## config.mk

```make
export PLATFORM = sky130hd
export DESIGN_NAME = dataMemory_flat
export DESIGN_NICKNAME = d
export VERILOG_FILES = /design/src/wiscCtrlPkg.sv /design/src/wiscDataPkg.sv /design/src/stageIfs.sv /design/src/dataMemory.sv /design/src/flat_wrapper.sv
export VERILOG_INCLUDE_DIRS = /design/src
export SDC_FILE = /design/constraint.sdc
export NUM_CORES = 2
export LEC_CHECK = 0
export BUFFER_PORTS_ARGS = -buffer_cell sky130_fd_sc_hd__buf_2
export CORE_ASPECT_RATIO = 1.1
export CORE_UTILIZATION = 50
export DETAILED_ROUTE_END_ITERATION = 6
export GPL_TIMING_DRIVEN = 0
export HOLD_SLACK_MARGIN = 0.15
export PLACE_DENSITY = 0.64
export SYNTH_ARGS = -nofsm -noshare
export SYNTH_HDL_FRONTEND = slang
export SYNTH_SLANG_ARGS = --single-unit
export TNS_END_PERCENT = 30
```

## constraint.sdc

```tcl
create_clock -name clk -period 4.1 [get_ports clk]
set_input_delay 0.205 -clock clk [delete_from_list [all_inputs] [get_ports clk]]
set_output_delay 0.205 -clock clk [all_outputs]
set_load 0.01 [all_outputs]
```

## src/wiscDefines_defines.svh

```systemverilog
`ifndef WISC_DEFINES_SVH
`define WISC_DEFINES_SVH

// datapath word, also the width of an ALU result used as address
`define WORD_W 16

// architectural register file
`define NUM_REGS 8
`define REG_IDX_W 3

// data memory size in words
`define MEM_DEPTH 256

// cycles the memory stage holds stall high for one access
`define MEM_LATENCY 2

`endif
```

## src/wiscCtrlPkg.sv

```systemverilog
package wiscCtrlPkg;

	// memory stage sequencing
	typedef enum logic {
		memIdle,
		memBusy
	} memState_t;

	// which word goes back into the register file
	typedef enum logic {
		wbAlu,
		wbMem
	} wbSrc_t;

endpackage

```

## src/wiscDataPkg.sv

```systemverilog
`include "wiscDefines_defines.svh"

package wiscDataPkg;

	// one datapath word
	typedef logic [`WORD_W-1:0] word_t;

	// index into the register file
	typedef logic [`REG_IDX_W-1:0] regIdx_t;

	// word address into data memory, low bits of the ALU result
	typedef logic [$clog2(`MEM_DEPTH)-1:0] memAddr_t;

endpackage

```

## src/stageIfs.sv

```systemverilog
`timescale 1ns/10ps

// memory stage result, ready to be captured by the MEM/WB latch
interface memResultIf
	import wiscDataPkg::*, wiscCtrlPkg::*;
();

	logic valid;
	logic regWrite;
	wbSrc_t wbSrc;
	regIdx_t writeReg;
	word_t aluResult;
	word_t readData;

	modport source (
		output valid,
		output regWrite,
		output wbSrc,
		output writeReg,
		output aluResult,
		output readData
	);

	modport sink (
		input valid,
		input regWrite,
		input wbSrc,
		input writeReg,
		input aluResult,
		input readData
	);

endinterface


```

## src/dataMemory.sv

```systemverilog
`timescale 1ns/10ps
`include "wiscDefines_defines.svh"

module dataMemory
	import wiscDataPkg::*, wiscCtrlPkg::*;
(
	input logic clk,
	input logic rst,
	input logic inValid,
	input logic regWrite,
	input logic memRead,
	input logic memWrite,
	input wbSrc_t wbSrc,
	input regIdx_t writeReg,
	input word_t aluResult,
	input word_t storeData,
	output logic stall,
	memResultIf.source res
);

	word_t memArray [`MEM_DEPTH];

	memState_t memState;
	logic [$clog2(`MEM_LATENCY+1)-1:0] latCnt;

	logic memReq;
	logic accessDone;
	logic accept;
	memAddr_t memAddr;

	assign memReq = inValid && (memRead || memWrite);
	assign memAddr = aluResult[$bits(memAddr_t)-1:0];

	// last busy cycle, the access finishes at the coming edge
	assign accessDone = (memState == memBusy) && (latCnt == '0);

	// a new request stalls right away, before the FSM has seen it
	always_comb begin
		case (memState)
			memIdle: stall = memReq;
			memBusy: stall = (latCnt != '0);
			default: stall = 1'b0;
		endcase
	end

	assign accept = inValid && !stall;

	always_ff @(posedge clk) begin
		if (rst) begin
			memState <= memIdle;
			latCnt <= '0;
		end else begin
			case (memState)
				memIdle: begin
					if (memReq) begin
						memState <= memBusy;
						latCnt <= ($bits(latCnt))'(`MEM_LATENCY - 1);
					end
				end
				memBusy: begin
					if (latCnt == '0)
						memState <= memIdle;
					else
						latCnt <= latCnt - 1'b1;
				end
				default: memState <= memIdle;
			endcase
		end
	end

	// store lands together with the acceptance of the instruction
	always_ff @(posedge clk) begin
		if (accessDone && memWrite)
			memArray[memAddr] <= storeData;
	end

	assign res.valid = accept;
	// keep the write flag inside a valid slot only
	assign res.regWrite = regWrite && accept;
	assign res.wbSrc = wbSrc;
	assign res.writeReg = writeReg;
	assign res.aluResult = aluResult;
	assign res.readData = (accessDone && memRead) ? memArray[memAddr] : '0;

	// once raised, stall must release after the configured latency
	stallBounded: assert property (
		@(posedge clk) disable iff (rst)
		$rose(stall) |-> ##`MEM_LATENCY !stall
	);

endmodule

```

## src/flat_wrapper.sv

```systemverilog
// flat-port wrapper written by rule: the top's interface ports become plain ports
module dataMemory_flat import wiscDataPkg::*, wiscCtrlPkg::*;
  (clk, rst, inValid, regWrite, memRead, memWrite, wbSrc, writeReg, aluResult, storeData, stall, res_valid, res_regWrite, res_wbSrc, res_writeReg, res_aluResult, res_readData);
  memResultIf res_i ();
  input logic clk;
  input logic rst;
  input logic inValid;
  input logic regWrite;
  input logic memRead;
  input logic memWrite;
  input wbSrc_t wbSrc;
  input regIdx_t writeReg;
  input word_t aluResult;
  input word_t storeData;
  output logic stall;
  output wire logic [$bits(res_i.valid)-1:0] res_valid;
  output wire logic [$bits(res_i.regWrite)-1:0] res_regWrite;
  output wire logic [$bits(res_i.wbSrc)-1:0] res_wbSrc;
  output wire logic [$bits(res_i.writeReg)-1:0] res_writeReg;
  output wire logic [$bits(res_i.aluResult)-1:0] res_aluResult;
  output wire logic [$bits(res_i.readData)-1:0] res_readData;
  assign res_valid = res_i.valid;
  assign res_regWrite = res_i.regWrite;
  assign res_wbSrc = res_i.wbSrc;
  assign res_writeReg = res_i.writeReg;
  assign res_aluResult = res_i.aluResult;
  assign res_readData = res_i.readData;
  dataMemory u_core (.clk(clk), .rst(rst), .inValid(inValid), .regWrite(regWrite), .memRead(memRead), .memWrite(memWrite), .wbSrc(wbSrc), .writeReg(writeReg), .aluResult(aluResult), .storeData(storeData), .stall(stall), .res(res_i));
endmodule
```

==> summary.md <==
| Metric | Value |
|---|---|
| Outcome | `complete, but fails checks` |
| Failing checks | `setup timing` |
| Vias | `82.6k` |
| Static Leak | `59.1 nW` |
| Core area | `about 310000 sq um` |
| CP Class | `primary input to output port` |
| Yosys reg bits | `between 4k and 5k` |
| Netlist Area Pre-Place | `157000 sq um` |
| Minimum clock period | `4.38 ns` |
| Routed WL | `452000 um` |
| CP Launch Type | `primary input` |
| Clock power share | `41.6%` |
| Detail Placement HPWL | `approximately 300000 um` |
| PD cells | `472 nW/um^2` |
| Leading area contributor after synthesis | `edfxtp_1` |
| Cell area after layout | `183000 sq um` |
| Area contributors post-synth | `edfxtp_1 78%, mux4_2 7.8%, mux2i_1 6.2%, o22ai_1 1.0%, a221oi_1 0.86%` |
| RR Startpoint | `u_core.latCnt[0]` |
| CTS Buffer Depth | `4` |
| Synth unique cells | `54` |
| Grt total ovfl | `0` |
| 1st-pass router iterations | `7` |
| Worst r2r dst | `u_core.memArray[166][2]` |
| Final WS setup | `-0.275 ns` |
| Root buf cell | `clkbuf_16` |
| Average size of a mapped cell | `20.5 sq um` |
| CP max-delay cell | `nor4_4` |
| Max_slew headroom | `about 3.4%` |
| Antenna viol nets, final | `0` |
| Fin. max-slew vios | `0` |
| Site Rows | `215` |
| Worst reg2reg path depth | `7` |
| Seq/Total Area, Yosys | `between 70% and 80%` |
| DP Cell Count | `12.1k` |
| Comb power frac | `5.0%` |
| Maximum fanout along the worst path | `10` |
| Max-cap violation count | `0` |
| Sw frac | `a little over a fifth` |
| H-tree levels | `5` |
| Initial drt markers | `11.6k` |
| Vias in the first global route | `80.6k` |
| Routed len/inst | `35.2 um` |
| CP cell instances | `buf_2 > nand4bb_1 > buf_4 > buf_4 > clkbuf_2 > o22ai_1 > nor4_2 > a41oi_2 > nor4_4 > o211ai_1 > buf_2` |
| CP Launch Point | `aluResult[2]` |
| Reg2reg setup slack | `-0.17 ns` |
| Num CTS Buffers | `400` |
| Max stage delay on crit path | `0.58 ns` |
| Worst Hold End | `u_core.memArray[56][11]` |
| First-pass GRT wire length | `623000 um` |
| Ports | `81` |
| Worst-Margin Slew | `between 1 and 1.5 ns` |
| DRC Markers | `0` |
| Die area | `317000 sq um` |
| Top delay family on crit path | `buffers and inverters` |
| Post-synth EDFFs | `4096` |
| Yosys top cell area share | `78.1%` |
| Initial antenna violation count | `20` |
| Initial core utilization | `slightly above 50%` |
| Crit. End Element | `output port` |
| Worst-path clk slew | `0.05 ns` |
| Top FF cell, synth | `edfxtp_1` |
| Yosys synthesis warning count | `0` |
| Post-synth ARST share | `0%` |
| Int Pwr | `67.8 mW` |
| NumNets Final | `8416` |
| RSZ-0062 raised after global routing | `true` |
| GRT Total Usage | `28.3%` |
| Layout Cells excl Fill | `12.8k` |
| Fin crit share | `107%` |
| Fmax | `229 MHz` |
| Fin util | `58.5%` |
| CP arrival | `approximately 4.2 ns` |
| Share of cells above drive strength 1 | `roughly 26%` |
| NetSw | `about 19 mW` |
| Min-delay src | `storeData[11]` |
| CTS tree | `done` |
| Cells after Synth | `around 7.7k` |
| Placement Cell Area | `167000 sq um` |
| Sink Count | `between 4k and 5k` |
| Final Hold Vio Count | `0` |
| Largest net degree at the start of global routing | `154` |
| Clock Latency Late Sink | `~0.95 ns` |
| PortBufs | `64` |
| Peak supply drop | `0.366 mV` |
| Post-synth top cells | `4096 x edfxtp_1, 979 x mux2i_1, 542 x mux4_2` |
| Hold Path Class | `primary input to register` |
| Area Growth Syn to Fin | `16.1%` |
| Final setup violation count | `339` |
| Vert. Die Dim | `about 590 um` |
| Worst path buffer plus inverter count | `5` |
| Skew final | `0.0252 ns` |
| Die Width | `537 um` |
| WP data required | `3.89 ns` |
| DR vias/cell | `between 6 and 7` |
| Worst hold path cell count | `2` |
| Syn Nets | `7728` |
| Placer Congestion | `0.969` |
| Most common cell in the netlist | `edfxtp_1` |
| Power share of the sequential group | `between 50 and 60%` |
worst reg2reg max path, delay by kind of cell, from the launching register on:
kind                     cells  cell delay, ns
adder cells (fa/ha/maj)      1            0.23
buffers and inverters        2            0.87
flip-flops                   1            0.32
AND/OR/NAND/NOR              4            2.47
power by group through the flow:
stage | clock network (mW) | registers (mW) | logic [mW]
3_3_place_gp | 0 | 47.2 | 3.78
6_report | 35.9 | 46.1 | 4.32
5_1_grt | 37.6 | 46.1 | 4.43
2_1_floorplan | 0 | 47.0 | 1.88
3_5_place_dp | 0 | 47.0 | 4.00
4_1_cts | 36.1 | 46.1 | 4.22
metrics by stage:
| stage | total power [mW] | setup WS [ns] | setup TNS, ns | hold WS [ns] |
|---|---|---|---|---|
| 2_1_floorplan | 48.9 | 1.17 | 0 | 0.277 |
| 3_3_place_gp | 51.0 | -2.30 | -7927.84 | 0.399 |
| 3_5_place_dp | 51.0 | -2.04 | -2615.12 | 0.399 |
| 4_1_cts | 86.4 | -0.265 | -22.45 | 0.195 |
| 5_1_grt | 88.1 | -0.0757 | -7.69 | 0.232 |
| 6_report | 86.3 | -0.275 | -27.65 | 0.238 |
layout make-up:
class | instances | area [sq um]
clock inverters | 221 | 2050
diodes | 12 | 30.0
flip-flops and latches | 4099 | 123000
fillers | 22400 | 130000
plain buffers | 468 | 3390
multi-input cells | 3102 | 34300
repair buffers | 295 | 4290
clock buffers | 499 | 10500
well taps | 4123 | 5160
inverters | 7 | 28.8
repair_timing:
action | in CTS | in global routing
pin swaps | 46 | 23
hold buffers | 24 | 0
gates resized for setup | 509 | 133
setup endpoints to repair | 1097 | 717
buffers inserted | 9 | 9
endpoints found under the hold margin | 2904 | 0
flip-flops by register name (all words and copies together), names as in the netlist:
name,flops
u_core.memState,1
u_core.memArray,4096
u_core.latCnt,2
cells in the final DEF, fill, tap and decap left out, types with 141 or more instances in the layout:
cell type | Yosys | final
a221oi_1 | 155 | 149
a22oi_1 | 179 | 168
buf_2 | 161 | 141
buf_4 | 107 | 174
clkbuf_1 | 141 | 161
clkbuf_16 | 0 | 404
edfxtp_1 | 4096 | 4096
mux2i_1 | 979 | 977
mux4_2 | 542 | 542
nor2_2 | 1 | 209
o22ai_1 | 258 | 255
worst max-delay path by stage:
| stage | endpoint | slack [ns] | depth (start not counted) |
|---|---|---|---|
| final | res_readData[2] | -0.28 | 11 |
| after global routing | u_core.memArray[160][7] | -0.08 | 7 |
| after CTS | u_core.memArray[225][13] | -0.27 | 11 |
| after detailed placement | res_readData[9] | -2.04 | 12 |
| after global placement | res_readData[3] | -2.30 | 12 |
| after floorplan | u_core.memArray[112][0] | 1.17 | 10 |
layer usage:
metal	up-vias	global-route usage (%)	part of all wire, %
met5	-	0	0
met4	0	12.6	5.4
met3	850	6.47	11
met2	4803	43.2	46
met1	43500	39.2	38
li1	33500	-	-
logic make-up (layout without fill, tap and decap cells):
family                   after synthesis  after routing  share of synthesized area (%)
AO/OA/AOI/OAI                        897            897                           4.01
adder cells (fa/ha/maj)                1              1                        0.00794
buffers and inverters                484           1490                           1.81
flip-flops                          4099           4099                           78.1
multiplexers                        1521           1521                           14.0
other                                  0             12                              0
AND/OR/NAND/NOR                      683            683                           2.07
Power figures use the tool's default switching activity.
