[src/wiscDefines_defines.svh]
`ifndef WISC_DEFINES_SVH
`define WISC_DEFINES_SVH

// datapath word, also the width of an ALU result used as address
`define WORD_W 16

// architectural register file
`define NUM_REGS 8
`define REG_IDX_W 3

// data memory size in words
`define MEM_DEPTH 256

// cycles the memory stage holds stall high for one access
`define MEM_LATENCY 2

`endif
[src/wiscCtrlPkg.sv]
package wiscCtrlPkg;

	// memory stage sequencing
	typedef enum logic {
		memIdle,
		memBusy
	} memState_t;

	// which word goes back into the register file
	typedef enum logic {
		wbAlu,
		wbMem
	} wbSrc_t;

endpackage

[src/wiscDataPkg.sv]
`include "wiscDefines_defines.svh"

package wiscDataPkg;

	// one datapath word
	typedef logic [`WORD_W-1:0] word_t;

	// index into the register file
	typedef logic [`REG_IDX_W-1:0] regIdx_t;

	// word address into data memory, low bits of the ALU result
	typedef logic [$clog2(`MEM_DEPTH)-1:0] memAddr_t;

endpackage

[src/stageIfs.sv]


// contents of the writeback slot
interface memWbIf
	import wiscDataPkg::*, wiscCtrlPkg::*;
();

	logic valid;
	logic regWrite;
	wbSrc_t wbSrc;
	regIdx_t writeReg;
	word_t aluResult;
	word_t readData;

	modport source (
		output valid,
		output regWrite,
		output wbSrc,
		output writeReg,
		output aluResult,
		output readData
	);

	modport sink (
		input valid,
		input regWrite,
		input wbSrc,
		input writeReg,
		input aluResult,
		input readData
	);

endinterface

[src/writebackRegFile.sv]
`timescale 1ns/10ps
`include "wiscDefines_defines.svh"

module writebackRegFile
	import wiscDataPkg::*, wiscCtrlPkg::*;
(
	input logic clk,
	input logic rst,
	memWbIf.sink wb,
	input regIdx_t rdAddrA,
	input regIdx_t rdAddrB,
	output word_t rdDataA,
	output word_t rdDataB
);

	word_t regs [`NUM_REGS];

	word_t wbData;
	logic wrEn;

	assign wbData = (wb.wbSrc == wbMem) ? wb.readData : wb.aluResult;
	assign wrEn = wb.valid && wb.regWrite;

	always_ff @(posedge clk) begin
		if (rst) begin
			for (int i = 0; i < `NUM_REGS; i++)
				regs[i] <= '0;
		end else if (wrEn) begin
			regs[wb.writeReg] <= wbData;
		end
	end

	// a read of the register being written sees the new word
	function automatic word_t readPort(input regIdx_t addr);
		if (wrEn && (addr == wb.writeReg))
			return wbData;
		return regs[addr];
	endfunction

	always_comb begin
		rdDataA = readPort(rdAddrA);
		rdDataB = readPort(rdAddrB);
	end

endmodule

[src/flat_wrapper.sv]
// flat-port wrapper written by rule: the top's interface ports become plain ports
module writebackRegFile_flat import wiscDataPkg::*, wiscCtrlPkg::*;
  (clk, rst, rdAddrA, rdAddrB, rdDataA, rdDataB, wb_valid, wb_regWrite, wb_wbSrc, wb_writeReg, wb_aluResult, wb_readData);
  memWbIf wb_i ();
  input logic clk;
  input logic rst;
  input regIdx_t rdAddrA;
  input regIdx_t rdAddrB;
  output word_t rdDataA;
  output word_t rdDataB;
  input wire logic [$bits(wb_i.valid)-1:0] wb_valid;
  input wire logic [$bits(wb_i.regWrite)-1:0] wb_regWrite;
  input wire logic [$bits(wb_i.wbSrc)-1:0] wb_wbSrc;
  input wire logic [$bits(wb_i.writeReg)-1:0] wb_writeReg;
  input wire logic [$bits(wb_i.aluResult)-1:0] wb_aluResult;
  input wire logic [$bits(wb_i.readData)-1:0] wb_readData;
  assign wb_i.valid = wb_valid;
  assign wb_i.regWrite = wb_regWrite;
  assign wb_i.wbSrc = wb_wbSrc;
  assign wb_i.writeReg = wb_writeReg;
  assign wb_i.aluResult = wb_aluResult;
  assign wb_i.readData = wb_readData;
  writebackRegFile u_core (.clk(clk), .rst(rst), .wb(wb_i), .rdAddrA(rdAddrA), .rdAddrB(rdAddrB), .rdDataA(rdDataA), .rdDataB(rdDataB));
endmodule
[config.mk]
export PLATFORM = sky130hd
export DESIGN_NAME = writebackRegFile_flat
export DESIGN_NICKNAME = d
export VERILOG_FILES = /design/src/wiscCtrlPkg.sv /design/src/wiscDataPkg.sv /design/src/stageIfs.sv /design/src/writebackRegFile.sv /design/src/flat_wrapper.sv
export VERILOG_INCLUDE_DIRS = /design/src
export SDC_FILE = /design/constraint.sdc
export NUM_CORES = 1
export LEC_CHECK = 0
export BUFFER_PORTS_ARGS = -buffer_cell sky130_fd_sc_hd__buf_4
export CORE_ASPECT_RATIO = 1.2
export CORE_MARGIN = 2
export CORE_UTILIZATION = 25
export DETAILED_ROUTE_END_ITERATION = 7
export SLEW_MARGIN = 15
export SYNTH_ARGS = -nofsm -noshare
export SYNTH_HDL_FRONTEND = slang
export SYNTH_SLANG_ARGS = --single-unit
[constraint.sdc]
create_clock -name clk -period 2.3 [get_ports clk]
set_clock_uncertainty 0.1 [all_clocks]
set_input_delay 0.115 -clock clk [delete_from_list [all_inputs] [get_ports clk]]
set_output_delay 0.115 -clock clk [all_outputs]
set_load 0.01 [all_outputs]
==> results of run 1 <==
layer usage:
| layer | GRT usage (%) | part of all wire, % |
|---|---|---|
| met1 | 18.8 | 44 |
| met2 | 22.3 | 50 |
| met3 | 2.90 | 5.4 |
| met5 | 0 | 0 |
| met4 | 3.21 | 0.88 |
worst max-delay path, cell delays in order, from the launching register on:
cell and delay (ns):
edfxtp_1 0.38, mux4_2 0.48, mux2i_1 0.24, mux2i_1 0.15, buf_4 0.17
final timing paths:
check | end | slack [ns] | depth (start not counted)
setup / recovery | rdDataA[6] | 0.26 | 4
hold / removal | u_core.regs[1][15] | 0.1 | 4
layout by cell type, fill, tap and decap left out, drive strengths merged:
master / netlist / layout
nor2: 129 / 129
edfxtp: 128 / 128
buf: 16 / 128
mux2i: 80 / 80
mux4: 64 / 64
clkbuf: 20 / 19
nand2b: 8 / 8
clkinv: 0 / 8
nand2: 7 / 7
xor2: 6 / 6
bufinv: 0 / 3
nor4: 2 / 2
nor2b: 2 / 2
nand3: 2 / 2
and4b: 1 / 1
and4bb: 1 / 1
clkinvlp: 0 / 1
kinds of logic after synthesis:
family	Yosys count
AND/OR/NAND/NOR	152
buffers and inverters	36
XOR/XNOR	6
flip-flops	128
multiplexers	144
power breakdown:
group	switching [mW]	total, mW	internal [mW]
clock network	0.959	2.64	1.68
registers	0.0641	2.77	2.70
logic	0.483	0.984	0.500
final cells by class:
class	count	area share [%]
multi-input combinational	302	33.2
timing repair buffer	128	11.7
sequential	128	43.3
clock buffer	19	4.87
tap	379	5.34
clock inverter	12	1.62
stage by stage:
step	cell area [sq um]	setup slack [ns]	hold slack (ns)	total power, mW	std cells
finish	8880	0.260	0.0992	6.39	968
global route	8880	0.163	0.115	6.62	968
CTS	8880	0.253	0.0973	6.45	968
detailed placement	8300	0.364	0.519	3.82	937
global placement	8300	0.383	0.511	3.81	937
floorplan	7000	0.544	0.405	3.36	466
==> summary.txt, run 1 <==
Timing
  – Unrepaired setup endpoints after global routing: no
  – Tcrit/Tclk final: 88.7%
  – Max-slew violations: 0
  – FMAX: 0.490 GHz
  – Setup TNS: 0 ns
  – Final setup violation count: 0
  – Final Hold Vio Count: 0
  – Worst slew margin: 63.3%
  – Pin slew with the least headroom to its limit: 0.536 ns
  – Min Tclk post-route: 2.04 ns

GRT
  – Vias in the first global route: 4695
  – Overall routing resource usage: 13.7%
  – Total grt overflow: 0
  – Initial antenna violation count: 0
  – Largest net degree at the start of global routing: 33
  – First-pass GRT wire length: 29400 um

Worst setup path
  – Critical path launch point type: flip-flop
  – Worst setup EP type: primary output
  – Critical Path RT: 2.09 ns
  – WP data arrival: 1.83 ns
  – CP Class: flip-flop to primary output
  – Crit path launch: u_core.regs[7][6]
  – Worst-path fanout max: 2

Min path
  – Hold path start: wb_aluResult[15]
  – Hold Path Class: input pin to flip-flop

Layout
  – N_diodes: 0
  – Largest registers: u_core.regs: 128 flops
  – Layout cell share with drive strength beyond 1: 38.0%
  – Area Overhead vs Synth: 26.8%
  – Multi-input logic area: 2950 sq um
  – Max reg flops: 128
  – Top reg by flops: u_core.regs
  – Fin nets: 623
  – Fillcell total: 2720
  – Seq. cell area: 3840 sq um
  – Layout Utilization: 32.0%

Synthesis
  – Mapped Area: 7000 sq um
  – Post-synth EDFFs: 128
  – Synth cell count leaders: nor2_1, edfxtp_1, mux2i_1
  – Mux cell area share after synthesis: 32.0%
  – Simple-gate portion of the synthesized area: 9.25%
  – Post-Synth XOR/XNOR Area: 0.858%
  – Sequential-to-total area share from yosys stat: 54.9%
  – Avg Inst Size Synth: 15.0 sq um
  – Ys Warns: 0
  – Mapped Cells: 466
  – Post-synthesis cell type count: 18
  – Synth Area in Adders: 0%
  – Synth top area cells: edfxtp_1, mux4_2, mux2i_1, nor2_1, clkbuf_1
  – Yosys top cell area share: 54.9%
  – Leading cell type by number of instances after synthesis: nor2_1
  – Synth area leader: edfxtp_1
  – FFs w/ async S/R, synth: 0%
  – Synthesis-stage register bit count: 128
  – Mapped Nets: 512
  – Largest family of logic cells by synthesized area: multiplexers
  – Synth Flop Type: edfxtp_1
  – Post-synthesis compound-gate area fraction: 0%

Route
  – Final WL: 19400 um
  – First-pass DRT Iterations: 5
  – ANT nets after route: 0
  – Routed vias: 4474
  – Post-route DRC: 0
  – DR iter-0 viols: 366
  – Vias/cell: 4.62
  – WL/cell: 20.1 um

Die
  – # IOs: 78
  – Die Y-Extent: 187 um
  – Rows: 67
  – Core ar.: 27700 sq um
  – Die area: 29400 sq um
  – Initial Util: 25.2%
  – DIE WIDTH: 157 um

Clock network
  – Setup Fix Bufs, Post-CTS: 0
  – CTS buffer count: 17
  – H-Tree Depth: 4
  – PostCTS Resize Cnt: 0
  – Total clock sinks: 128
  – CTS tree: done
  – Root Buffer: clkbuf_16
  – Hold_buf cts: 0
  – Clock transition at path regs: 0.05 ns
  – Clock buffer depth: 2

Pwr
  – PwrDens: 720 nW/um^2
  – P_leak: 3.26 nW
  – Max VDD drop: 0.000490 V

Place
  – Placed wire-length estimate: 13200 um
  – Routability cong.: 0.772
  – Port Buffers: 77

Flow run
  – Maxcap violations: 0

Run status
  – Status: completed
(Power assumes the default switching activity.)
==> run 2, diff against run 1 <==
- ABC_AREA: default -> 1
==> run 2 against run 1 <==
  * Critical path depth grew 3
  * Synthesized cell count increased by 140%
  * Sequential power barely moved
  * Sequential share of layout area down 4.4 points
  * Global-route usage grew 2.0 points
  * Worst hold slack worse by 0.086 ns
  * Count of clock-buffer cells in the layout decreased by 2
  * Total power increased by 5.9%
  * Critical path type unchanged
  * Critical endpoint is now rdDataB[14]
  * Largest power group is now the clock network
==> summary.txt, run 2 <==
Worst setup path
  – Critical path launch point type: flip-flop
  – Worst-path fanout max: 2
  – Worst setup EP type: primary output
  – CP Class: flip-flop to primary output
  – Critical Path RT: 2.09 ns
  – WP data arrival: 1.57 ns

Place
  – Routability cong.: 0.863
  – Placed Cells: 1579
  – Placed wire-length estimate: 18300 um
  – Port Buffers: 77

Route
  – Routed vias: 7595
  – Post-route DRC: 0
  – DR iter-0 viols: 707
  – Vias/cell: 4.71
  – Final WL: 26500 um
  – WL/cell: 16.4 um
  – ANT nets after route: 0
  – First-pass DRT Iterations: 5

Pwr
  – P_leak: 4.81 nW
  – PwrDens: 685 nW/um^2
  – Max VDD drop: 0.000556 V

GRT
  – Vias in the first global route: 7363
  – Initial antenna violation count: 0
  – Total grt overflow: 0
  – Overall routing resource usage: 15.8%
  – Largest net degree at the start of global routing: 65
  – First-pass GRT wire length: 41100 um

Synthesis
  – Synth top area cells: edfxtp_1, nand2_1, nand3_1, inv_1, nor2_1
  – Synth area leader: edfxtp_1
  – Post-synthesis compound-gate area fraction: 1.82%
  – Leading cell type by number of instances after synthesis: nand2_1
  – Ys Warns: 0
  – Post-synthesis cell type count: 21
  – Mapped Cells: 1117
  – FFs w/ async S/R, synth: 0%
  – Post-synth EDFFs: 128
  – Post-Synth XOR/XNOR Area: 0%
  – Mapped Nets: 1163
  – Synth Flop Type: edfxtp_1
  – Avg Inst Size Synth: 7.34 sq um
  – Yosys top cell area share: 46.9%
  – Mux cell area share after synthesis: 0%
  – Sequential-to-total area share from yosys stat: 46.9%
  – Largest family of logic cells by synthesized area: simple AND/OR/NAND/NOR gates
  – Simple-gate portion of the synthesized area: 38.6%
  – Synth cell count leaders: nand2_1, nand3_1, inv_1
  – Synthesis-stage register bit count: 128
  – Synth Area in Adders: 0%
  – Mapped Area: 8200 sq um

Timing
  – Max-slew violations: 0
  – FMAX: 0.561 GHz
  – Pin slew with the least headroom to its limit: 0.602 ns
  – Unrepaired setup endpoints after global routing: no
  – Setup TNS: 0 ns
  – Final setup violation count: 0
  – Min Tclk post-route: 1.78 ns
  – Tcrit/Tclk final: 77.5%
  – Final Hold Vio Count: 0
  – Worst slew margin: 59.9%
  – Final hold slack: 0.0131 ns

Layout
  – Fillcell total: 3435
  – Max reg flops: 128
  – Seq. cell area: 3840 sq um
  – Top reg by flops: u_core.regs
  – Layout cell share with drive strength beyond 1: 17.2%
  – Area Overhead vs Synth: 20.5%
  – Non-Filler Instances: 1612
  – Multi-input logic area: 3310 sq um
  – N_diodes: 0
  – Largest registers: u_core.regs: 128 flops
  – Layout Utilization: 30.6%
  – Most common cell after layout, fill and taps aside: nand2_1
  – Most frequent cells in the layout: nand2_1, nand3_1, inv_1, nor2_1, edfxtp_1
  – Fin nets: 1239

Min path
  – Min-Delay Path Depth: 3
  – Hold Path Class: input pin to flip-flop
  – Hold Path Sink: u_core.regs[4][15]
  – Hold path start: wb_aluResult[15]

Clock network
  – Root Buffer: clkbuf_16
  – CTS buffer count: 17
  – H-Tree Depth: 4
  – Total clock sinks: 128
  – Clock buffer depth: 2
  – Clock transition at path regs: 0.06 ns
  – CTS tree: done
  – PostCTS Resize Cnt: 0

Flow run
  – Maxcap violations: 0

Die
  – Initial Util: 25.4%
  – Die Y-Extent: 202 um
  – Die area: 34300 sq um
  – # IOs: 78
  – Rows: 72
  – Core ar.: 32300 sq um
  – DIE WIDTH: 169 um

Run status
  – Status: completed
run 2: changes by cell type after synthesis, moves of 4 or more:
cell      before  now
inv_1          0  164
nand3_1        2  224
o21ai_2        0   16
buf_4          5    1
nand2_2        0   15
buf_2          6   43
nand2b_1       8    0
clkbuf_1      19   12
nand2_4        0    6
mux4_2        64    0
inv_2          0    6
nand2_1        7  351
mux2i_1       80    0
xor2_1         5    0
run 2: how the worst max path moves through the flow:
stage / startpoint / slack [ns] / cells past startpoint / to
2_1_floorplan: wb_valid / 0.67 / 7 / u_core.regs[0][0]
3_3_place_gp: rst / 0.52 / 7 / u_core.regs[7][10]
3_5_place_dp: rst / 0.48 / 7 / u_core.regs[7][7]
4_1_cts: u_core.regs[6][14] / 0.52 / 7 / rdDataB[14]
5_1_grt: u_core.regs[6][14] / 0.42 / 7 / rdDataB[14]
6_report: u_core.regs[6][14] / 0.52 / 7 / rdDataB[14]
run 2: final cells by class:
class	count	area share [%]
Clock buffer	17	4.31
Clock inverter	14	1.95
Inverter	174	6.75
Multi-Input combinational cell	751	33.5
Sequential cell	128	38.9
Tap cell	407	5.16
Timing Repair Buffer	121	9.37
run 2: cells by family after synthesis:
kind of cell,count (synthesis)
AOI/OAI and AO/OA,17
buffers and inverters,238
DFF,128
and+or+nand+nor,734
run 2: timing repair:
item                                   CTS  global route
endpoints found under the hold margin    3             0
setup endpoints to repair                0             0
setup buffers                            0             0
hold buffers                             2             0
run 2: stage by stage:
stage / cell area [sq um] / worst slack [ns] / power, mW
floorplan: 8200 / 0.670 / 3.46
global placement: 9240 / 0.515 / 3.95
detailed placement: 9240 / 0.483 / 3.97
CTS: 9880 / 0.524 / 6.78
global route: 9880 / 0.424 / 7.00
finish: 9880 / 0.518 / 6.77
run 2: per-layer routing:
metal	global-route usage [%]	up-vias	routed length, um	part of all wire [%]
met4	7.17	0	935	3.5
met2	27.5	349	13200	50
met3	1.88	73	1510	5.7
met5	0	-	0	0
li1	-	3652	-	-
met1	19.4	3521	10800	41
run 2: power by group:
group          leakage (nW)  switching [mW]  internal [mW]
combinational          3.29           0.777          0.404
sequential             1.22          0.0426           2.70
clock                 0.295            1.04           1.80
total                  4.81            1.86           4.91
run 2: critical path, stage by stage, from the launching register on:
cell      delay [ns]
edfxtp_1        0.37
inv_1           0.10
nand2_1         0.07
nand3_1         0.09
nand3_1         0.11
nand3_1         0.11
nand2_1         0.12
buf_4           0.17
