==> config.mk <==
export PLATFORM = sky130hd
export DESIGN_NAME = memWbLatch_flat
export DESIGN_NICKNAME = d
export VERILOG_FILES = /design/src/wiscCtrlPkg.sv /design/src/wiscDataPkg.sv /design/src/stageIfs.sv /design/src/memWbLatch.sv /design/src/flat_wrapper.sv
export VERILOG_INCLUDE_DIRS = /design/src
export SDC_FILE = /design/constraint.sdc
export NUM_CORES = 1
export LEC_CHECK = 0
export ABC_AREA = 1
export BUFFER_PORTS_ARGS = -buffer_cell sky130_fd_sc_hd__buf_2
export CAP_MARGIN = 30
export CORE_MARGIN = 5
export CORE_UTILIZATION = 40
export CTS_CLUSTER_SIZE = 24
export DETAILED_ROUTE_END_ITERATION = 8
export GPL_TIMING_DRIVEN = 0
export HOLD_SLACK_MARGIN = 0.12
export PLACE_DENSITY_LB_ADDON = 0.25
export SYNTH_ARGS = -nofsm -noshare
export SYNTH_HDL_FRONTEND = slang
export SYNTH_SLANG_ARGS = --single-unit
==> constraint.sdc <==
create_clock -name clk -period 0.8 [get_ports clk]
set_input_delay 0.12 -clock clk [delete_from_list [all_inputs] [get_ports clk]]
set_output_delay 0.12 -clock clk [all_outputs]
set_load 0.05 [all_outputs]
==> src/wiscDefines_defines.svh <==
`ifndef WISC_DEFINES_SVH
`define WISC_DEFINES_SVH

// datapath word, also the width of an ALU result used as address
`define WORD_W 16

// architectural register file
`define NUM_REGS 8
`define REG_IDX_W 3

// data memory size in words
`define MEM_DEPTH 256

// cycles the memory stage holds stall high for one access
`define MEM_LATENCY 2

`endif
==> src/wiscCtrlPkg.sv <==
package wiscCtrlPkg;

	// memory stage sequencing
	typedef enum logic {
		memIdle,
		memBusy
	} memState_t;

	// which word goes back into the register file
	typedef enum logic {
		wbAlu,
		wbMem
	} wbSrc_t;

endpackage

==> src/wiscDataPkg.sv <==
`include "wiscDefines_defines.svh"

package wiscDataPkg;

	// one datapath word
	typedef logic [`WORD_W-1:0] word_t;

	// index into the register file
	typedef logic [`REG_IDX_W-1:0] regIdx_t;

	// word address into data memory, low bits of the ALU result
	typedef logic [$clog2(`MEM_DEPTH)-1:0] memAddr_t;

endpackage

==> src/stageIfs.sv <==
`timescale 1ns/10ps

// memory stage result, ready to be captured by the MEM/WB latch
interface memResultIf
	import wiscDataPkg::*, wiscCtrlPkg::*;
();

	logic valid;
	logic regWrite;
	wbSrc_t wbSrc;
	regIdx_t writeReg;
	word_t aluResult;
	word_t readData;

	modport source (
		output valid,
		output regWrite,
		output wbSrc,
		output writeReg,
		output aluResult,
		output readData
	);

	modport sink (
		input valid,
		input regWrite,
		input wbSrc,
		input writeReg,
		input aluResult,
		input readData
	);

endinterface

// contents of the writeback slot
interface memWbIf
	import wiscDataPkg::*, wiscCtrlPkg::*;
();

	logic valid;
	logic regWrite;
	wbSrc_t wbSrc;
	regIdx_t writeReg;
	word_t aluResult;
	word_t readData;

	modport source (
		output valid,
		output regWrite,
		output wbSrc,
		output writeReg,
		output aluResult,
		output readData
	);

	modport sink (
		input valid,
		input regWrite,
		input wbSrc,
		input writeReg,
		input aluResult,
		input readData
	);

endinterface

==> src/memWbLatch.sv <==
`timescale 1ns/10ps

module memWbLatch
	import wiscDataPkg::*, wiscCtrlPkg::*;
(
	input logic clk,
	input logic rst,
	input logic en,
	memResultIf.sink res,
	memWbIf.source wb
);

	logic regWriteQ;
	logic validQ;
	wbSrc_t wbSrcQ;
	regIdx_t writeRegQ;
	word_t aluResultQ;
	word_t readDataQ;

	always_ff @(posedge clk) begin
		if (rst) begin
			validQ <= 1'b0;
			regWriteQ <= 1'b0;
			wbSrcQ <= wbAlu;
			writeRegQ <= '0;
			aluResultQ <= '0;
			readDataQ <= '0;
		end else if (en) begin
			validQ <= res.valid;
			regWriteQ <= res.regWrite;
			wbSrcQ <= res.wbSrc;
			writeRegQ <= res.writeReg;
			aluResultQ <= res.aluResult;
			readDataQ <= res.readData;
		end
	end

	assign wb.valid = validQ;
	assign wb.wbSrc = wbSrcQ;
	assign wb.writeReg = writeRegQ;
	assign wb.aluResult = aluResultQ;
	assign wb.readData = readDataQ;

	// held slot becomes a bubble so the register file sees one write only
	assign wb.regWrite = en ? regWriteQ : 1'b0;

	// the memory stage must never hand over a write flag without a valid slot
	writeNeedsValid: assert property (
		@(posedge clk) disable iff (rst)
		wb.regWrite |-> wb.valid
	);

endmodule

==> src/flat_wrapper.sv <==
// flat-port wrapper written by rule: the top's interface ports become plain ports
module memWbLatch_flat import wiscDataPkg::*, wiscCtrlPkg::*;
  (clk, rst, en, res_valid, res_regWrite, res_wbSrc, res_writeReg, res_aluResult, res_readData, wb_valid, wb_regWrite, wb_wbSrc, wb_writeReg, wb_aluResult, wb_readData);
  memResultIf res_i ();
  memWbIf wb_i ();
  input logic clk;
  input logic rst;
  input logic en;
  input wire logic [$bits(res_i.valid)-1:0] res_valid;
  input wire logic [$bits(res_i.regWrite)-1:0] res_regWrite;
  input wire logic [$bits(res_i.wbSrc)-1:0] res_wbSrc;
  input wire logic [$bits(res_i.writeReg)-1:0] res_writeReg;
  input wire logic [$bits(res_i.aluResult)-1:0] res_aluResult;
  input wire logic [$bits(res_i.readData)-1:0] res_readData;
  output wire logic [$bits(wb_i.valid)-1:0] wb_valid;
  output wire logic [$bits(wb_i.regWrite)-1:0] wb_regWrite;
  output wire logic [$bits(wb_i.wbSrc)-1:0] wb_wbSrc;
  output wire logic [$bits(wb_i.writeReg)-1:0] wb_writeReg;
  output wire logic [$bits(wb_i.aluResult)-1:0] wb_aluResult;
  output wire logic [$bits(wb_i.readData)-1:0] wb_readData;
  assign res_i.valid = res_valid;
  assign res_i.regWrite = res_regWrite;
  assign res_i.wbSrc = res_wbSrc;
  assign res_i.writeReg = res_writeReg;
  assign res_i.aluResult = res_aluResult;
  assign res_i.readData = res_readData;
  assign wb_valid = wb_i.valid;
  assign wb_regWrite = wb_i.regWrite;
  assign wb_wbSrc = wb_i.wbSrc;
  assign wb_writeReg = wb_i.writeReg;
  assign wb_aluResult = wb_i.aluResult;
  assign wb_readData = wb_i.readData;
  memWbLatch u_core (.clk(clk), .rst(rst), .en(en), .res(res_i), .wb(wb_i));
endmodule
==> metrics.md, run 1 <==
| Metric | Value |
|---|---|
| CTS Root Cell | `clkbuf_8` |
| Syn_area_per_cell | `approximately 6.5 um^2` |
| Fmax | `about 960 MHz` |
| Most frequent cells in the layout | `nor2_1 (76), nand2_1 (76), inv_1 (38), dfxtp_2 (38), buf_2 (36)` |
| Number of global-route vias before repair | `between 1500 and 2000` |
| TritonRoute pass-1 iters | `4` |
| Max Root-Sink Buffers | `2` |
| Final #Nets | `388` |
| Num CTS Buffers | `5` |
| Filler cell count | `approximately 300` |
| Global route overflow | `0` |
| Setup crit end kind | `primary output` |
| Number of diodes | `0` |
| Post-route ant nets | `0` |
| Failing checks | `negative setup slack` |
| Initial antenna violation count | `0` |
| Cells after Synth | `between 200 and 250` |
| Ports | `a little under 80` |
| Yosys warning count | `0` |
| Mapped Area | `~0.0016 mm^2` |
| Via count | `between 1500 and 2000` |
| Tot GR Track Use | `0.1857` |
| Combinational family with the most area after synthesis | `simple AND/OR/NAND/NOR gates` |
| Die W | `72.93 um` |
| Outcome | `finished with violations` |
| Initial DRC Count | `between 60 and 70` |
| First-pass GRT wire length | `7652 um` |
| Yosys cell types | `7` |
| Syn-to-layout area delta | `77.41%` |
| Kind of critical path | `reg -> out` |
| Adder-cell share of the synthesized area | `0` |
| Power Dens Cells | `1856 mW/mm^2` |
| Final Hold Fails | `0` |
| Unrepaired setup endpoints after global routing | `true` |
| Std-Cell Rows | `22` |
| Critical Path Source Type | `flip-flop` |
| Area of the die | `roughly 0.0053 mm^2` |
| Clock transition at path regs | `~70 ps` |
| Synth Area in Compound Gates | `0` |
| Proportion of synthesized area in mux cells | `0` |
| Register area share after synthesis | `0.4803` |
| Total power | `about 0.0052 W` |
| Worst hold path class | `in -> reg` |
| Starting Density | `0.4231` |
| CP Max Fanout | `2` |
| Leakage | `~1.5 nW` |
| FF/Latch Area | `808.3 um^2` |
| Max-slew headroom | `0.8730` |
| Total core area | `0.003744 mm^2` |
| Final setup viols | `39` |
| Max-slew violations | `0` |
| Final setup TNS | `-3781 ps` |
| WP data arrival | `~920 ps` |
| WL per Instance | `about 12 um` |
| Slew @ Worst Pin | `around 190 ps` |
| CTS H-tree depth | `2` |
| Worst Skew | `0 ps` |
| Post-Route WL | `approximately 4500 um` |
| Largest net degree at the start of global routing | `12` |
| HPWL Detailed | `~2700 um` |
| # port buffers | `77` |
| Syn_nets | `285` |
| Maximum VDD drop | `1707 uV` |
| Simple-gate area share of the yosys netlist | `0.3626` |
| Die Height | `72.93 um` |
| Final GP Congestion | `between 0.7 and 0.8` |
| Worst-skew pair later-pin latency | `~280 ps` |
| Util after Layout | `0.7507` |
| CTS tree | `yes` |
| PnR worst setup slack | `-239.5 ps` |
| DRC | `0` |
| Vias per cell | `around 4.2` |
| Layout cell share with drive strength beyond 1 | `0.3746` |
| Yosys reg bits | `38` |
| CP required | `680 ps` |
| Xor and xnor area share after synthesis | `0` |
| Final Critical Period | `between 1000 and 1500 ps` |
| Tcrit/Tclk final | `1.299` |
| Sink Count | `38` |
| Multi-input gate area | `581.8 um^2` |
| Number of max-cap violations | `0` |
==> through the flow <==
step	worst slack, ps	area (um^2)	cells	hold slack, ps
after global placement	-176.8	2091	369	402.7
after floorplan	-74.10	1645	244	300.8
after global routing	-286.1	2810	395	129.0
final	-239.5	2810	395	125.2
after CTS	-243.8	2788	403	120.4
after detailed placement	-182.5	2091	369	410.7
==> area by class of cell <==
type | instances | share of cell area
timing repair buffer | 96 | 0.3526
sequential | 38 | 0.2876
multi-input combinational | 153 | 0.2070
inverter | 40 | 0.05476
buffer | 13 | 0.03651
clock buffer | 6 | 0.02939
tap | 48 | 0.02137
clock inverter | 1 | 0.01069
==> final timing paths <==
check | start | end | slack [ps] | depth (start not counted)
worst max-delay path | u_core.regWriteQ | wb_regWrite | -240 | 3
worst min-delay path | res_valid | u_core.wb.valid | 130 | 5
worst max register to register | u_core.wb.readData[7] | u_core.wb.readData[7] | 110 | 3
worst min register to register | u_core.wb.aluResult[15] | u_core.wb.aluResult[15] | 480 | 2
==> registers in the layout (all words and copies together) (netlist names) <==
signal and count:
u_core.regWriteQ 1, u_core.wb.writeReg 3, u_core.wb.readData 16, u_core.wb.aluResult 16
u_core.wb.valid 1, u_core.wb.wbSrc 1
==> routing by layer <==
metal,share of wire,GRT usage,routed length (um),up-vias
li1,-,-,-,887
met1,0.38,0.1916,1749,723
met2,0.52,0.3367,2367,60
met3,0.082,0.07300,374,6
met4,0.012,0.06762,54,0
met5,0,0,0,-
==> synth_stat cells (all sizes together) <==
cell   instances  area (um^2)
dfxtp         38        760.7
nand2         77        289.0
inv           40        150.1
nor2          76        285.3
buf           13        98.84
==> what timing repair did <==
action | 4_1_cts | 5_1_grt
hold endpoints to repair | 27 | 0
pin swaps | 0 | 2
hold buffers | 27 | 0
buffers inserted | 0 | 2
gates resized for setup | 97 | 17
setup endpoints to repair | 38 | 51
==> logic make-up (layout without fill, tap and decap cells) <==
kind of cell           Yosys count  count (layout)
flip-flops                      38              38
AND/OR/NAND/NOR                153             153
buffers and inverters           53             156
==> power by group <==
group | internal (W) | switching, W | leakage, nW
registers | 0.00205 | 0.000120 | 0.327
logic | 0.000632 | 0.000791 | 1.16
clock network | 0.000997 | 0.000623 | 0.0573
total | 0.00368 | 0.00153 | 1.54
==> critical path, cell delays in order, from the launching register on <==
cell	delay [ps]
dfxtp_2	340
nand2_4	70
clkinvlp_4	80
buf_6	150
Power figures use the tool's default switching activity.
==> run 2: changes to the inputs <==
CELL_PAD_IN_SITES_DETAIL_PLACEMENT = 1   (was unset)
CELL_PAD_IN_SITES_GLOBAL_PLACEMENT = 1   (was unset)
CORE_UTILIZATION = 27   (was 40)
==> run 2 against run 1 <==
Against the previous run: the flow still finishes with violations (negative setup slack); global-route usage decreased by 5.5 points; wire length increased by 5.1%; final cell count increased by 7.1%; worst setup slack improved by 7.8 ps; sequential cell count unchanged; first-iteration DRC count decreased by 65%; utilization decreased by 25 points; register-to-register slack about the same; total power decreased by 7.3%; non-clock buffer count increased by 4; die area increased by 41%.
==> metrics.md, run 2 (synthesized netlist as in run 1, its figures left out) <==
| Metric | Value |
|---|---|
| Post-route ant nets | `0` |
| WP data arrival | `between 900 and 1000 ps` |
| Critical Path Source Type | `flip-flop` |
| Slowest cell on the critical path | `dfxtp_2` |
| Die Height | `roughly 87 um` |
| Final hold slack | `123.3 ps` |
| Slew @ Worst Pin | `approximately 190 ps` |
| HPWL Detailed | `3264 um` |
| Final Hold Fails | `0` |
| Clock transition at path regs | `around 70 ps` |
| Max-slew headroom | `0.8719` |
| Unrepaired setup endpoints after global routing | `true` |
| Syn-to-layout area delta | `76.46%` |
| CP Max Fanout | `2` |
| PnR worst setup slack | `-231.7 ps` |
| Fmax | `969.3 MHz` |
| Worst Skew | `0 ps` |
| Tot GR Track Use | `0.1309` |
| Number of global-route vias before repair | `1764` |
| CTS tree | `yes` |
| WL per Instance | `11.29 um` |
| Vias per cell | `about 4` |
| Die W | `around 87 um` |
| Num CTS Buffers | `5` |
| Outcome | `finished with violations` |
| Number of max-cap violations | `0` |
| Final GP Congestion | `between 0.6 and 0.7` |
| Placed cell areas | `0.002121 mm^2` |
| Post-Route WL | `between 4000 and 5000 um` |
| Final setup viols | `38` |
| Area of the die | `approximately 0.0075 mm^2` |
| Setup WS pre-CTS | `-209.5 ps` |
| Leakage | `~1.6 nW` |
| FF/Latch Area | `~800 um^2` |
| Final Critical Period | `~1000 ps` |
| Most frequent cells in the layout | `nor2_1 (76), nand2_1 (76), buf_2 (45)` |
| Global route overflow | `0` |
| Sink Count | `38` |
| Initial DRC Count | `22` |
| Max-slew violations | `0` |
| CP required | `around 680 ps` |
| Std-Cell Rows | `27` |
| Crit path cell chain | `nand2_4 > clkinvlp_4 > buf_8` |
| Via count | `around 1700` |
| Fin area | `~0.0028 mm^2` |
| # port buffers | `77` |
| Filler cell count | `719` |
| Slowest cell delay on critical path | `around 340 ps` |
| Total core area | `around 0.0056 mm^2` |
| CTS H-tree depth | `2` |
| Multi-input gate area | `slightly below 600 um^2` |
| Tcrit/Tclk final | `1.290` |
| CTS Root Cell | `clkbuf_8` |
| Worst-skew pair later-pin latency | `between 200 and 300 ps` |
| Maximum VDD drop | `595.3 uV` |
| Starting Density | `0.2825` |
| First-pass GRT wire length | `between 7000 and 8000 um` |
| Final setup TNS | `-3689 ps` |
| TritonRoute pass-1 iters | `3` |
| Max Root-Sink Buffers | `2` |
| Ports | `79` |
| Kind of critical path | `reg -> out` |
| DRC | `0` |
| Initial antenna violation count | `0` |
| Final #Nets | `392` |
| Number of diodes | `0` |
| Setup crit end kind | `primary output` |
| Largest net degree at the start of global routing | `11` |
| Worst hold path class | `in -> reg` |
| Layout cell share with drive strength beyond 1 | `0.4103` |
| Failing checks | `negative setup slack` |
| Power Dens Cells | `between 1500 and 2000 mW/mm^2` |
[run 2: cell count changes in the layout (fill, tap and decap cells not counted), moves of 2 or more]
cell            previous run  this run
buf_2                     36        45
buf_4                      2         8
clkbuf_1                   0         2
dlygate4sd3_1             25        11
dlymetal6s4s_1             2         5
[run 2: metal layers]
metal  part of all wire  global-route usage  vias to the layer above
met3              0.087             0.05608                        8
met5                  0                   0                        -
li1                   -                   -                      899
met1               0.40              0.1454                      735
met4              0.016             0.03399                        0
met2               0.50              0.2288                       52
[run 2: timing repair]
| action | CTS | global route |
|---|---|---|
| endpoints found under the setup margin | 38 | 46 |
| pin swaps | 0 | 1 |
| setup buffers | 2 | 6 |
| gates cloned | 0 | 0 |
| hold buffers | 16 | 0 |
| gates resized for setup | 105 | 14 |
| endpoints found under the hold margin | 16 | 0 |
[run 2: cell type report]
type | instances | share of cell area
well taps | 72 | 0.03223
flip-flops and latches | 38 | 0.2892
clock buffers | 7 | 0.02731
plain buffers | 13 | 0.03671
repair buffers | 100 | 0.3514
inverters | 40 | 0.05506
multi-input cells | 153 | 0.2081
[run 2: worst max-delay path, delay by kind of cell, from the launching register on]
kind          cells  cell delay [ps]
flops             1              340
buf+inv           2              240
simple gates      1               60
[run 2: stage by stage]
stage                 util  cells  total power (W)
global placement    0.3782    393         0.003235
CTS                 0.4844    418         0.004857
finish              0.4984    423         0.004836
floorplan                -    244         0.002951
global route        0.4984    423         0.005107
detailed placement  0.3782    393         0.003255
[run 2: path summary, 6_finish.rpt]
path / startpoint / endpoint / slack [ps] / depth (start not counted)
min reg2reg: u_core.wb.writeReg[2] / u_core.wb.writeReg[2] / 480 / 2
max: u_core.regWriteQ / wb_regWrite / -230 / 3
max reg2reg: u_core.wb.readData[10] / u_core.wb.readData[10] / 100 / 3
min: res_aluResult[4] / u_core.wb.aluResult[4] / 120 / 5
[run 2: power breakdown]
| group | internal (W) | total, W | switching, W |
|---|---|---|---|
| Clock | 0.000600 | 0.00123 | 0.000634 |
| Sequential | 0.00205 | 0.00217 | 0.000115 |
| Combinational | 0.000639 | 0.00143 | 0.000794 |
==> run 3: changes to the inputs <==
BUFFER_PORTS_ARGS = -buffer_cell sky130_fd_sc_hd__buf_4   (was -buffer_cell sky130_fd_sc_hd__buf_2)
==> run 3 against run 2 <==
Against the previous run: the run still ends with negative setup slack left; sequential power about the same; register-to-register slack about the same; clock skew unchanged; utilization rose by 1.5 points; non-clock buffer count is 5 lower; combinational power rose by 3%; cell area is 3.0% higher; largest power group unchanged.
==> metrics.md, run 3 (synthesized netlist as in run 1, its figures left out) <==
| Metric | Value |
|---|---|
| Outcome | `finished with violations` |
| Failing checks | `negative setup slack` |
| Fmax | `around 960 MHz` |
| Filler cell count | `between 600 and 700` |
| WL per Instance | `~12 um` |
| Worst-skew pair later-pin latency | `between 200 and 300 ps` |
| # port buffers | `77` |
| Leakage | `1.618 nW` |
| Vias per cell | `between 4 and 5` |
| Worst Skew | `0 ps` |
| Layout cell share with drive strength beyond 1 | `0.4179` |
| Via count | `about 1700` |
| Slew @ Worst Pin | `193.8 ps` |
| DRC | `0` |
| FF/Latch Area | `roughly 810 um^2` |
| Most frequent cells in the layout | `nor2_1 (76), nand2_1 (76), buf_4 (40)` |
| Global route overflow | `0` |
| Post-route ant nets | `0` |
| Tot GR Track Use | `0.1377` |
| Max-slew headroom | `0.8708` |
| Sw frac | `0.3129` |
| Std-Cell Rows | `27` |
| Ports | `just under 80` |
| Flop pwr share | `0.435` |
| Critical path startpoint | `u_core.regWriteQ` |
| Unrepaired setup endpoints after global routing | `true` |
| Initial DRC Count | `21` |
| Util after Layout | `0.5136` |
| PnR worst setup slack | `-237.4 ps` |
| Comb power frac | `0.296` |
| Final Critical Period | `1037 ps` |
| First-pass GRT wire length | `between 8000 and 9000 um` |
| Clock network power share | `0.269` |
| Final Hold Fails | `0` |
| WP data arrival | `~920 ps` |
| Setup crit end kind | `primary output` |
| Post-Route WL | `a little under 5000 um` |
| Num CTS Buffers | `5` |
| Area of the die | `0.007499 mm^2` |
| Die Height | `slightly below 90 um` |
| Critical Path Source Type | `flip-flop` |
| Flop2flop setup slack | `approximately 90 ps` |
| Reg2Reg Depth | `3` |
| Number of max-cap violations | `0` |
| Max Root-Sink Buffers | `2` |
| RR Startpoint | `u_core.wb.readData[3]` |
| Clock transition at path regs | `70 ps` |
| Power Dens Cells | `approximately 1700 mW/mm^2` |
| CP Max Fanout | `2` |
| Worst Setup EP | `wb_regWrite` |
| Syn-to-layout area delta | `81.83%` |
| Final setup viols | `38` |
| Starting Density | `0.2825` |
| Final setup TNS | `-3773 ps` |
| Total core area | `between 0.005 and 0.006 mm^2` |
| HPWL Detailed | `about 3400 um` |
| TritonRoute pass-1 iters | `4` |
| Sw power | `0.001559 W` |
| CTS Root Cell | `clkbuf_8` |
| Die W | `slightly below 90 um` |
| Final #Nets | `~390` |
| CP required | `680 ps` |
| Largest net degree at the start of global routing | `12` |
| Hold_sp | `res_readData[10]` |
| CTS tree | `yes` |
| Number of diodes | `0` |
| Number of global-route vias before repair | `~1800` |
| Initial antenna violation count | `0` |
| Multi-input gate area | `between 500 and 600 um^2` |
| Kind of critical path | `reg -> out` |
| Max-slew violations | `0` |
| Final GP Congestion | `around 0.63` |
| Sink Count | `38` |
| CTS H-tree depth | `2` |
| Worst hold path class | `in -> reg` |
| Cell Int Power | `approximately 0.0034 W` |
| Tcrit/Tclk final | `1.297` |
| Worst r2r dst | `u_core.wb.readData[3]` |
| Maximum VDD drop | `just over 800 uV` |
[run 3: cell types whose count changed in the layout (fill, tap and decap cells not counted), sizes merged]
cell / change
dlymetal6s4s: +4
dlygate4sd3: -3
clkinv: +1
buf: -6
[run 3: worst min-delay path by stage]
stage                                         to  slack [ps]  depth (start not counted)
after global routing      u_core.wb.aluResult[6]         130                          5
final                     u_core.wb.readData[10]         130                          5
after CTS                 u_core.wb.readData[10]         120                          5
after detailed placement   u_core.wb.readData[7]         420                          5
after global placement    u_core.wb.aluResult[5]         400                          5
after floorplan           u_core.wb.aluResult[0]         300                          4
[run 3: critical path, cell delays in order, from the launching register on]
cell	delay (ps)
dfxtp_2	340
nand2_4	60
clkinvlp_4	90
buf_8	150
[run 3: metrics by stage]
step / cell area [um^2] / hold slack, ps / instances / worst slack, ps / total power [W]
2_1_floorplan: 1645 / 300.8 / 244 / -74.10 / 0.002951
3_3_place_gp: 2313 / 402.9 / 393 / -142.4 / 0.003371
3_5_place_dp: 2313 / 418.1 / 393 / -181.6 / 0.003395
4_1_cts: 2828 / 120.2 / 418 / -262.5 / 0.005039
5_1_grt: 2880 / 126.4 / 419 / -271.4 / 0.005279
6_report: 2880 / 127.7 / 419 / -237.4 / 0.004984
[run 3: what timing repair did]
item	in CTS	in global routing
setup buffers	0	3
setup endpoints to repair	38	52
gates resized for setup	68	22
hold buffers	17	0
endpoints found under the hold margin	17	0
pin swaps	0	1
[run 3: cell type report]
| type | count | area share |
|---|---|---|
| repair buffers | 95 | 0.3653 |
| flip-flops and latches | 38 | 0.2806 |
| multi-input cells | 153 | 0.2020 |
| inverters | 40 | 0.05343 |
| plain buffers | 13 | 0.03562 |
| well taps | 72 | 0.03128 |
| clock buffers | 7 | 0.02997 |
| clock inverters | 1 | 0.001738 |
[run 3: power by group through the flow]
stage	logic (W)	clock network [W]	registers, W
after floorplan	0.000341	0	0.00261
after global placement	0.00121	0	0.00216
after detailed placement	0.00123	0	0.00216
after CTS	0.00145	0.00142	0.00217
after global routing	0.00159	0.00150	0.00219
final	0.00148	0.00134	0.00217
[run 3: layer usage]
layer | vias up | track usage | share of wire
met3 | 4 | 0.05608 | 0.088
met1 | 756 | 0.1542 | 0.39
li1 | 884 | - | -
met4 | 0 | 0.04674 | 0.0090
met5 | - | 0 | 0
met2 | 51 | 0.2357 | 0.51
